**src/rtl/astro_sys_pkg.sv**
```systemverilog
//====================
// Astrocade board constants
// Game ids, loader indices and
// data widths shared by the I/O block
//====================
package astro_sys_pkg;

	// Game ids as written by the ROM loader
	localparam int unsigned GAME_W = 8;
	localparam logic [GAME_W-1:0] GAME_SPACEZAP = 8'd3;
	localparam logic [GAME_W-1:0] GAME_GORF     = 8'd4;
	localparam logic [GAME_W-1:0] GAME_WOW      = 8'd5;
	localparam logic [GAME_W-1:0] GAME_ROBBY    = 8'd6;

	// Loader side
	localparam logic [7:0] IDX_GAME = 8'd1;    // Game id write
	localparam logic [7:0] IDX_DIP  = 8'd254;  // DIP bank write
	localparam int unsigned DIP_BYTES = 8;
	localparam int unsigned DIP_AW    = $clog2(DIP_BYTES);
	localparam int unsigned LD_ADDR_W = 25;
	localparam int unsigned LD_DATA_W = 16;    // Only low byte used

	// Audio
	localparam int unsigned SND_W = 8;         // Sound chip output
	localparam int unsigned AUD_W = 16;        // Board output and speech
	// Speech is much louder than the sound chip
	localparam int unsigned SAMPLE_SHIFT = 3;

endpackage

```
**src/rtl/astro_input_pkg.sv**
```systemverilog
//====================
// Astrocade input codes
// PS/2 scan codes, joystick bits and
// switch matrix column strobes
//====================
package astro_input_pkg;

	// Player 1, cursor keys come with E0 prefix
	localparam logic [8:0] KEY_UP     = 9'h075;
	localparam logic [8:0] KEY_DOWN   = 9'h072;
	localparam logic [8:0] KEY_LEFT   = 9'h06B;
	localparam logic [8:0] KEY_RIGHT  = 9'h074;
	localparam logic [8:0] KEY_FIRE1  = 9'h014;  // Ctrl
	localparam logic [8:0] KEY_FIRE2  = 9'h029;  // Space

	// System keys, function row and MAME style
	localparam logic [8:0] KEY_START1_F = 9'h005;  // F1
	localparam logic [8:0] KEY_START2_F = 9'h006;  // F2
	localparam logic [8:0] KEY_COIN_F   = 9'h004;  // F3
	localparam logic [8:0] KEY_START1   = 9'h016;  // 1
	localparam logic [8:0] KEY_START2   = 9'h01E;  // 2
	localparam logic [8:0] KEY_COIN     = 9'h02E;  // 5

	// Player 2
	localparam logic [8:0] KEY_UP2     = 9'h02D;  // R
	localparam logic [8:0] KEY_DOWN2   = 9'h02B;  // F
	localparam logic [8:0] KEY_LEFT2   = 9'h023;  // D
	localparam logic [8:0] KEY_RIGHT2  = 9'h034;  // G
	localparam logic [8:0] KEY_FIRE1_2 = 9'h01C;  // A
	localparam logic [8:0] KEY_FIRE2_2 = 9'h01B;  // S

	// Bit positions in the 16-bit joystick word
	localparam int unsigned JOY_RIGHT  = 0;
	localparam int unsigned JOY_LEFT   = 1;
	localparam int unsigned JOY_DOWN   = 2;
	localparam int unsigned JOY_UP     = 3;
	localparam int unsigned JOY_FIRE   = 4;
	localparam int unsigned JOY_FIRE_B = 5;
	localparam int unsigned JOY_START1 = 6;
	localparam int unsigned JOY_START2 = 7;
	localparam int unsigned JOY_COIN   = 8;

	// Column strobes from the CPU
	localparam logic [7:0] COL_CT0 = 8'h01;
	localparam logic [7:0] COL_CT1 = 8'h02;
	localparam logic [7:0] COL_CT2 = 8'h04;
	localparam logic [7:0] COL_CT3 = 8'h08;
	localparam logic [7:0] ROW_IDLE = 8'hFF;  // Nothing pressed

endpackage

```
**src/rtl/game_config.sv**
```systemverilog
//====================
// Game configuration
// Captures game id and DIP bank from
// the ROM loader, decodes game flags
//====================
`timescale 1ns/1ps

module game_config
	import astro_sys_pkg::*;
(
	input  logic                 clk_sys,
	input  logic                 reset,
	input  logic                 ld_wr,     // One-cycle strobe
	input  logic [7:0]           ld_index,
	input  logic [LD_ADDR_W-1:0] ld_addr,
	input  logic [LD_DATA_W-1:0] ld_dout,
	output logic                 is_spacezap,
	output logic                 is_gorf,
	output logic                 is_wow,
	output logic                 is_robby,
	output logic [7:0]           dip2,
	output logic [7:0]           dip3
);

	logic [GAME_W-1:0] game_id;
	logic [7:0]        dip_bank [DIP_BYTES];

	wire game_wr = ld_wr && (ld_index == IDX_GAME);
	wire dip_wr  = ld_wr && (ld_index == IDX_DIP) && (ld_addr < DIP_BYTES);

	// Loader writes
	always_ff @(posedge clk_sys or posedge reset) begin
		if (reset) begin
			game_id <= '0;
			for (int i = 0; i < DIP_BYTES; i++)
				dip_bank[i] <= 8'h00;
		end else begin
			if (game_wr)
				game_id <= ld_dout[GAME_W-1:0];
			if (dip_wr)
				dip_bank[ld_addr[DIP_AW-1:0]] <= ld_dout[7:0];  // Low byte only
		end
	end

	// Flags lag the id by one edge
	always_ff @(posedge clk_sys or posedge reset) begin
		if (reset) begin
			is_spacezap <= 1'b0;
			is_gorf     <= 1'b0;
			is_wow      <= 1'b0;
			is_robby    <= 1'b0;
		end else begin
			is_spacezap <= (game_id == GAME_SPACEZAP);
			is_gorf     <= (game_id == GAME_GORF);
			is_wow      <= (game_id == GAME_WOW);
			is_robby    <= (game_id == GAME_ROBBY);  // Unknown id leaves all low
		end
	end

	assign dip2 = dip_bank[2];
	assign dip3 = dip_bank[3];

	// Downstream muxes assume one game at a time
	a_flags_onehot: assert property (@(posedge clk_sys) disable iff (reset)
		$onehot0({is_spacezap, is_gorf, is_wow, is_robby}));

endmodule

```
**src/rtl/player_controls.sv**
```systemverilog
//====================
// Player controls
// Latches PS/2 key events per button
// and merges them with two joysticks
//====================
`timescale 1ns/1ps

module player_controls
	import astro_input_pkg::*;
(
	input  logic        clk_sys,
	input  logic        reset,
	input  logic [10:0] ps2_key,  // Toggle, pressed, code
	input  logic [15:0] joy0,
	input  logic [15:0] joy1,
	output logic        p1_up,
	output logic        p1_down,
	output logic        p1_left,
	output logic        p1_right,
	output logic        p1_fire,
	output logic        p1_fire_b,
	output logic        p2_up,
	output logic        p2_down,
	output logic        p2_left,
	output logic        p2_right,
	output logic        p2_fire,
	output logic        p2_fire_b,
	output logic        start1,
	output logic        start2,
	output logic        coin
);

	logic       toggle_q;  // Last seen toggle
	wire        pressed   = ps2_key[9];
	wire  [8:0] code      = ps2_key[8:0];
	wire        key_event = (ps2_key[10] != toggle_q);

	// Key latches
	logic k_up, k_down, k_left, k_right, k_fire1, k_fire2;
	logic k_start1_f, k_start2_f, k_coin_f, k_start1, k_start2, k_coin;
	logic k_up2, k_down2, k_left2, k_right2, k_fire1_2, k_fire2_2;

	always_ff @(posedge clk_sys or posedge reset) begin
		if (reset) begin
			toggle_q <= 1'b0;
			{k_up, k_down, k_left, k_right, k_fire1, k_fire2} <= '0;
			{k_start1_f, k_start2_f, k_coin_f, k_start1, k_start2, k_coin} <= '0;
			{k_up2, k_down2, k_left2, k_right2, k_fire1_2, k_fire2_2} <= '0;
		end else begin
			toggle_q <= ps2_key[10];
			if (key_event) begin
				case (code)
					// Cursor keys, E0 prefix or not
					KEY_UP,    KEY_UP | 9'h100:    k_up    <= pressed;
					KEY_DOWN,  KEY_DOWN | 9'h100:  k_down  <= pressed;
					KEY_LEFT,  KEY_LEFT | 9'h100:  k_left  <= pressed;
					KEY_RIGHT, KEY_RIGHT | 9'h100: k_right <= pressed;
					KEY_FIRE1:    k_fire1    <= pressed;
					KEY_FIRE2:    k_fire2    <= pressed;
					KEY_START1_F: k_start1_f <= pressed;
					KEY_START2_F: k_start2_f <= pressed;
					KEY_COIN_F:   k_coin_f   <= pressed;
					KEY_START1:   k_start1   <= pressed;
					KEY_START2:   k_start2   <= pressed;
					KEY_COIN:     k_coin     <= pressed;
					KEY_UP2:      k_up2      <= pressed;
					KEY_DOWN2:    k_down2    <= pressed;
					KEY_LEFT2:    k_left2    <= pressed;
					KEY_RIGHT2:   k_right2   <= pressed;
					KEY_FIRE1_2:  k_fire1_2  <= pressed;
					KEY_FIRE2_2:  k_fire2_2  <= pressed;
					default: ;  // Other keys ignored
				endcase
			end
		end
	end

	// System buttons come from joy0 only
	assign start1 = k_start1_f | k_start1 | joy0[JOY_START1];
	assign start2 = k_start2_f | k_start2 | joy0[JOY_START2];
	assign coin   = k_coin_f | k_coin | joy0[JOY_COIN];

	assign p1_up     = k_up    | joy0[JOY_UP];
	assign p1_down   = k_down  | joy0[JOY_DOWN];
	assign p1_left   = k_left  | joy0[JOY_LEFT];
	assign p1_right  = k_right | joy0[JOY_RIGHT];
	assign p1_fire   = k_fire1 | joy0[JOY_FIRE];
	assign p1_fire_b = k_fire2 | joy0[JOY_FIRE_B];

	assign p2_up     = k_up2     | joy1[JOY_UP];
	assign p2_down   = k_down2   | joy1[JOY_DOWN];
	assign p2_left   = k_left2   | joy1[JOY_LEFT];
	assign p2_right  = k_right2  | joy1[JOY_RIGHT];
	assign p2_fire   = k_fire1_2 | joy1[JOY_FIRE];
	assign p2_fire_b = k_fire2_2 | joy1[JOY_FIRE_B];

	// An X toggle would fire phantom events
	a_toggle_known: assert property (@(posedge clk_sys) disable iff (reset)
		!$isunknown(ps2_key[10]));

endmodule

```
**src/rtl/switch_matrix.sv**
```systemverilog
//====================
// Switch matrix
// Row byte for the strobed column,
// laid out per game, active low
//====================
`timescale 1ns/1ps

module switch_matrix
	import astro_input_pkg::*;
(
	input  logic [7:0] col_select,
	input  logic       speech_busy,  // Votrax status
	input  logic       is_spacezap,
	input  logic       is_gorf,
	input  logic       is_wow,
	input  logic       is_robby,
	input  logic [7:0] dip2,
	input  logic [7:0] dip3,
	input  logic       p1_up, p1_down, p1_left, p1_right, p1_fire, p1_fire_b,
	input  logic       p2_up, p2_down, p2_left, p2_right, p2_fire, p2_fire_b,
	input  logic       start1,
	input  logic       start2,
	input  logic       coin,
	output logic [7:0] row_data
);

	// Directions R, L, D, U in the low nibble
	wire [3:0] p1_dir_n = ~{p1_right, p1_left, p1_down, p1_up};
	wire [3:0] p2_dir_n = ~{p2_right, p2_left, p2_down, p2_up};
	wire       no_game  = ~(is_spacezap | is_gorf | is_wow | is_robby);

	//====================
	// Column 1, system
	wire [7:0] ct0_sz = {2'b11, ~start2, ~start1, dip2[1], 1'b1, ~coin, 1'b1};
	wire [7:0] ct0_gf = {dip2[2], dip2[0], ~start2, ~start1, 1'b1, dip2[1], ~coin, 1'b1};
	wire [7:0] ct0_ww = {dip2[2], ~start2, ~start1, 1'b1, dip2[1], 1'b1, ~coin, 1'b1};
	wire [7:0] ct0_rr = {1'b0, ~start2, ~start1, 1'b1, dip2[1], 1'b1, ~coin, 1'b1};

	//====================
	// Column 2, player 2
	wire [7:0] ct1_sz = {3'b111, ~p2_fire, p2_dir_n};
	wire [7:0] ct1_gf = {3'b001, ~p2_fire, p2_dir_n};
	wire [7:0] ct1_ww = {2'b11, ~p2_fire, p2_fire_b, p2_dir_n};  // Fire B active high
	wire [7:0] ct1_rr = {2'b11, ~p2_fire, 1'b1, p2_dir_n};

	//====================
	// Column 4, player 1
	wire [7:0] ct2_sz = {2'b11, dip2[0], ~p1_fire, p1_dir_n};
	wire [7:0] ct2_gf = {speech_busy, 2'b01, ~p1_fire, p1_dir_n};
	wire [7:0] ct2_ww = {speech_busy, 1'b1, ~p1_fire, p1_fire_b, p1_dir_n};
	wire [7:0] ct2_rr = {2'b11, ~p1_fire, 1'b1, p1_dir_n};

	// AND-OR select, flags are one-hot, idle row with no game
	function automatic logic [7:0] by_game(input logic [7:0] sz, input logic [7:0] gf,
			input logic [7:0] ww, input logic [7:0] rr);
		return ({8{is_spacezap}} & sz) | ({8{is_gorf}} & gf) | ({8{is_wow}} & ww) |
			({8{is_robby}} & rr) | ({8{no_game}} & ROW_IDLE);
	endfunction

	always_comb begin
		case (col_select)
			COL_CT0: row_data = by_game(ct0_sz, ct0_gf, ct0_ww, ct0_rr);
			COL_CT1: row_data = by_game(ct1_sz, ct1_gf, ct1_ww, ct1_rr);
			COL_CT2: row_data = by_game(ct2_sz, ct2_gf, ct2_ww, ct2_rr);
			COL_CT3: row_data = dip3;  // DIP bank for all games
			default: row_data = ROW_IDLE;
		endcase
	end

endmodule

```
**src/rtl/audio_mixer.sv**
```systemverilog
//====================
// Audio mixer
// Sound chip plus speech samples
// into two registered 16-bit channels
//====================
`timescale 1ns/1ps

module audio_mixer
	import astro_sys_pkg::*;
(
	input  logic             clk_sys,
	input  logic             reset,
	input  logic             is_gorf,
	input  logic             is_wow,
	input  logic             is_robby,
	input  logic [SND_W-1:0] snd_l,
	input  logic [SND_W-1:0] snd_r,
	input  logic [AUD_W-1:0] samp_l,  // Speech
	input  logic [AUD_W-1:0] samp_r,
	output logic [AUD_W-1:0] audio_l,
	output logic [AUD_W-1:0] audio_r
);

	// Gorf: sound chip scaled near half range, speech turned down
	wire [AUD_W-1:0] sum_l = {1'b0, snd_l, snd_l[SND_W-1:1]} + (samp_l >> SAMPLE_SHIFT);
	wire [AUD_W-1:0] sum_r = {1'b0, snd_r, snd_r[SND_W-1:1]} + (samp_r >> SAMPLE_SHIFT);
	wire             stereo = is_wow | is_robby;  // Second sound chip fitted

	always_ff @(posedge clk_sys or posedge reset) begin
		if (reset) begin
			audio_l <= '0;
			audio_r <= '0;
		end else if (is_gorf) begin
			audio_l <= sum_l;
			audio_r <= sum_r;
		end else begin
			audio_l <= {snd_l, snd_l};
			audio_r <= stereo ? {snd_r, snd_r} : {snd_l, snd_l};  // Mono boards copy left
		end
	end

	a_audio_known: assert property (@(posedge clk_sys) disable iff (reset)
		!$isunknown({audio_l, audio_r}));

endmodule

```
**src/rtl/astro_io_top.sv**
```systemverilog
//====================
// Astrocade I/O block
// Game config, player controls,
// switch matrix and audio mixer
//====================
`timescale 1ns/1ps

module astro_io_top
	import astro_sys_pkg::*;
(
	input  logic                 clk_sys,
	input  logic                 reset,
	// ROM loader
	input  logic                 ld_wr,
	input  logic [7:0]           ld_index,
	input  logic [LD_ADDR_W-1:0] ld_addr,
	input  logic [LD_DATA_W-1:0] ld_dout,
	// Keyboard and joysticks
	input  logic [10:0]          ps2_key,
	input  logic [15:0]          joy0,
	input  logic [15:0]          joy1,
	// CPU switch matrix
	input  logic [7:0]           col_select,
	input  logic                 speech_busy,
	output logic [7:0]           row_data,
	// Sound
	input  logic [SND_W-1:0]     snd_l,
	input  logic [SND_W-1:0]     snd_r,
	input  logic [AUD_W-1:0]     samp_l,
	input  logic [AUD_W-1:0]     samp_r,
	output logic [AUD_W-1:0]     audio_l,
	output logic [AUD_W-1:0]     audio_r
);

	logic       is_spacezap, is_gorf, is_wow, is_robby;
	logic [7:0] dip2, dip3;
	logic       p1_up, p1_down, p1_left, p1_right, p1_fire, p1_fire_b;
	logic       p2_up, p2_down, p2_left, p2_right, p2_fire, p2_fire_b;
	logic       start1, start2, coin;

	// Ports share names, connect by name
	game_config     u_game_config (.*);
	player_controls u_player_controls (.*);
	switch_matrix   u_switch_matrix (.*);
	audio_mixer     u_audio_mixer (.*);

endmodule

```
**config.mk**
```make
export PLATFORM = sky130hd
export DESIGN_NAME = astro_io_top
export DESIGN_NICKNAME = d
export VERILOG_FILES = /design/src/rtl/astro_sys_pkg.sv /design/src/rtl/astro_input_pkg.sv /design/src/rtl/game_config.sv /design/src/rtl/player_controls.sv /design/src/rtl/switch_matrix.sv /design/src/rtl/audio_mixer.sv /design/src/rtl/astro_io_top.sv
export SDC_FILE = /design/constraint.sdc
export NUM_CORES = 1
export LEC_CHECK = 0
export ABC_AREA = 1
export BUFFER_PORTS_ARGS = -buffer_cell sky130_fd_sc_hd__buf_4
export CAP_MARGIN = 20
export CORE_UTILIZATION = 35
export DETAILED_ROUTE_END_ITERATION = 8
export MAX_ROUTING_LAYER = met4
export PLACE_DENSITY = 0.69
export SLEW_MARGIN = 20
export SYNTH_ARGS = -nofsm -noshare
export SYNTH_HDL_FRONTEND = slang
export SYNTH_HIERARCHICAL = 1
export SYNTH_SLANG_ARGS = --single-unit
```
**constraint.sdc**
```tcl
create_clock -name clk_sys -period 3.7 [get_ports clk_sys]
set_input_delay 0.74 -clock clk_sys [delete_from_list [all_inputs] [get_ports clk_sys]]
set_output_delay 0.74 -clock clk_sys [all_outputs]
set_load 0.03 [all_outputs]
```
==> impl_results.md <==
- Outcome: complete, no violations
- Starting Density: 0.3613
- Hold buffer count at CTS: 0
- Full die area: between 0.015 and 0.02 mm2
- R2R Path End: u_audio_mixer/audio_r[8]$_DFF_PP0_
- Critical Path RT: 2.96 ns
- FF/Latch Area: 0.001852 mm2
- R2r worst-path depth: 5
- Worst r2r src: u_game_config/is_gorf$_DFF_PP0_
- Antenna violations before repair: 0
- Cell Rows: 47
- Fraction of layout instances using a drive strength above 1: 0.2222
- Worst hold path startpoint: u_game_config/game_id[2]$_DFFE_PP0P_
- CORE AREA: between 0.015 and 0.02 mm2
- Cts bufs inserted: 9
- Met1 Track Usage GR: 0.2366
- Via-to-Cell Ratio: about 4.6
- Clock skew: ~0.0096 ns
- Post-CTS Setup Bufs: 0
- CP Max Fanout: 1
- NumNets Final: between 1000 and 1500
- Met2 Use GR: 0.3588
- GRT met3 Usage: 0.03995
- Fill cells: between 1500 and 2000
- Critical path endpoint category: output port
- Rel. slew slack: 0.4045
- Worst vdd ir: 216.0 uV
- Total Wirelength: approximately 17000 um
- R2R setup slack: roughly 1.9 ns
- Yosys warnings: 6
- Max Cap Viol: 0
- IO buf count: between 150 and 200
- Global-route wire length before repair: 28100 um
- Vias after detailed routing: around 6000
- Die Y: around 130 um
- Number of nets still failing antenna checks after routing: 0
- GPL Wtd Cong: 0.9340
- Most Used Layer, Global Route: met2
- Multi-input gate area: 0.003517 mm2
- Slew Viols, Final: 0
- Syn_nets: between 1000 and 1500
- Final HPWL DP: roughly 14000 um
- Avg WL per Cell: approximately 12 um
- Final hold violations: 0
- TritonCTS clock tree: done
- Largest net degree at the start of global routing: 37
- Period utilization: 0.7015
- Finished Layout Cells: 1345
- Final setup fails: 0
- Max frequency: a little under 400 MHz
- Slew of the pin with the lowest slew margin: roughly 0.89 ns
- Cell area after synthesis: roughly 0.0060 mm2
- Worst hold path depth: 1
- Vias in the first global route: roughly 6100
- Synth Instances: ~960
- Worst skew pair latency: 0.34 ns
- Avg Cell Area, Syn: 6.311 um2
- Setup CP Type: input port to output port
- Diode count: 0
- Unrepaired setup endpoints after global routing: no
- IO Count: 192
- Power Density: between 300 and 400 mW/mm2
- Initial DRT Pass Iterations: 5
- DRC Markers: 0
- CP Launch Type: input port
- Leakage: about 4.3 nW
- Iter 0 DRT Violations: approximately 280
- H-tree depth: 3
- Dpl cells: 1329
- Clock Pin Slew Worst Setup and Hold Paths: 0.06 ns
- Total GRT Usage: 0.2047
- CTS resizes: 0
- CTS Buffer Depth: 2
- Arr. time, crit path: about 1.9 ns
- Number of clock sinks: 74
- Setup TNS: 0 ns
- CTS root buffer: clkbuf_16
- Die width: 133.3 um
- P&R area growth vs syn: 28.97%
- Min-delay worst type: register to register
- Total grt overflow: 0
- Worst hold endpoint: u_game_config/is_spacezap$_DFF_PP0_
- Fin crit period: about 2.6 ns
power by group:
part,switching (mW),leakage [nW],internal [mW]
clock,0.334,0.156,0.606
sequential,0.0121,0.873,0.842
combinational,0.334,3.23,0.227
registers in the layout (all words and copies together) (netlist names), 3 cells and up:
name and count:
u_audio_mixer/audio_l 16, u_game_config/dip2 3, u_game_config/game_id 8, u_game_config/dip3 8
u_audio_mixer/audio_r 16
cells in the final DEF (no fill, tap or decap), types with 3 or more instances in the layout:
| cell | n |
|---|---|
| nor2_2 | 12 |
| nor3_4 | 3 |
| buf_4 | 163 |
| ha_1 | 26 |
| or2_2 | 12 |
| nand3_1 | 78 |
| inv_2 | 11 |
| clkbuf_16 | 9 |
| nor2_1 | 102 |
| nand2_2 | 9 |
| a21oi_1 | 25 |
| inv_1 | 146 |
| o21ai_1 | 9 |
| nand3_2 | 4 |
| o21ai_0 | 28 |
| nand2_1 | 356 |
| nand3b_1 | 5 |
| dfrtp_1 | 74 |
| nand4_1 | 11 |
| nand2_4 | 3 |
| nor2_4 | 12 |
worst max path at each step:
stage,start,endpoint,depth (start not counted)
2_1_floorplan,joy1[5],row_data[4],7
3_3_place_gp,joy1[5],row_data[4],9
3_5_place_dp,joy1[5],row_data[4],9
4_1_cts,joy1[5],row_data[4],9
5_1_grt,joy1[5],row_data[4],9
6_report,joy1[5],row_data[4],9
final cells by class:
cell class	count	share of cell area
inverters	158	0.07622
multi-input cells	714	0.4520
well taps	220	0.03538
repair buffers	163	0.1573
clock buffers	11	0.03119
flip-flops and latches	74	0.2380
clock inverters	5	0.009969
critical path, stage by stage:
cell and delay (ns):
buf_4 0.12, or2_2 0.28, a21oi_1 0.18, nand3_2 0.10
nand2_1 0.07, nand2_1 0.05, nor2_1 0.08, nand2_1 0.07
buf_4 0.17
through the flow:
| step | hold WS (ns) | area, um2 | utilization | total power, mW | setup WS, ns |
|---|---|---|---|---|---|
| detailed placement | 0.4265 | 7461 | 0.4467 | 1.428 | 1.117 |
| floorplan | 0.4092 | 6033 | - | 1.197 | 1.357 |
| finish | 0.4440 | 7781 | 0.4659 | 2.356 | 1.104 |
| global route | 0.4678 | 7781 | 0.4659 | 2.491 | 1.025 |
| global placement | 0.4217 | 7461 | 0.4467 | 1.420 | 1.101 |
| CTS | 0.4496 | 7781 | 0.4659 | 2.391 | 1.106 |
routing by layer:
metal,part of all wire,vias up,wire length [um]
li1,-,3271,-
met1,0.43,2707,7223
met2,0.50,149,8397
met3,0.053,27,897
met4,0.017,0,287
met5,0,-,0
(Power assumes the default switching activity.)
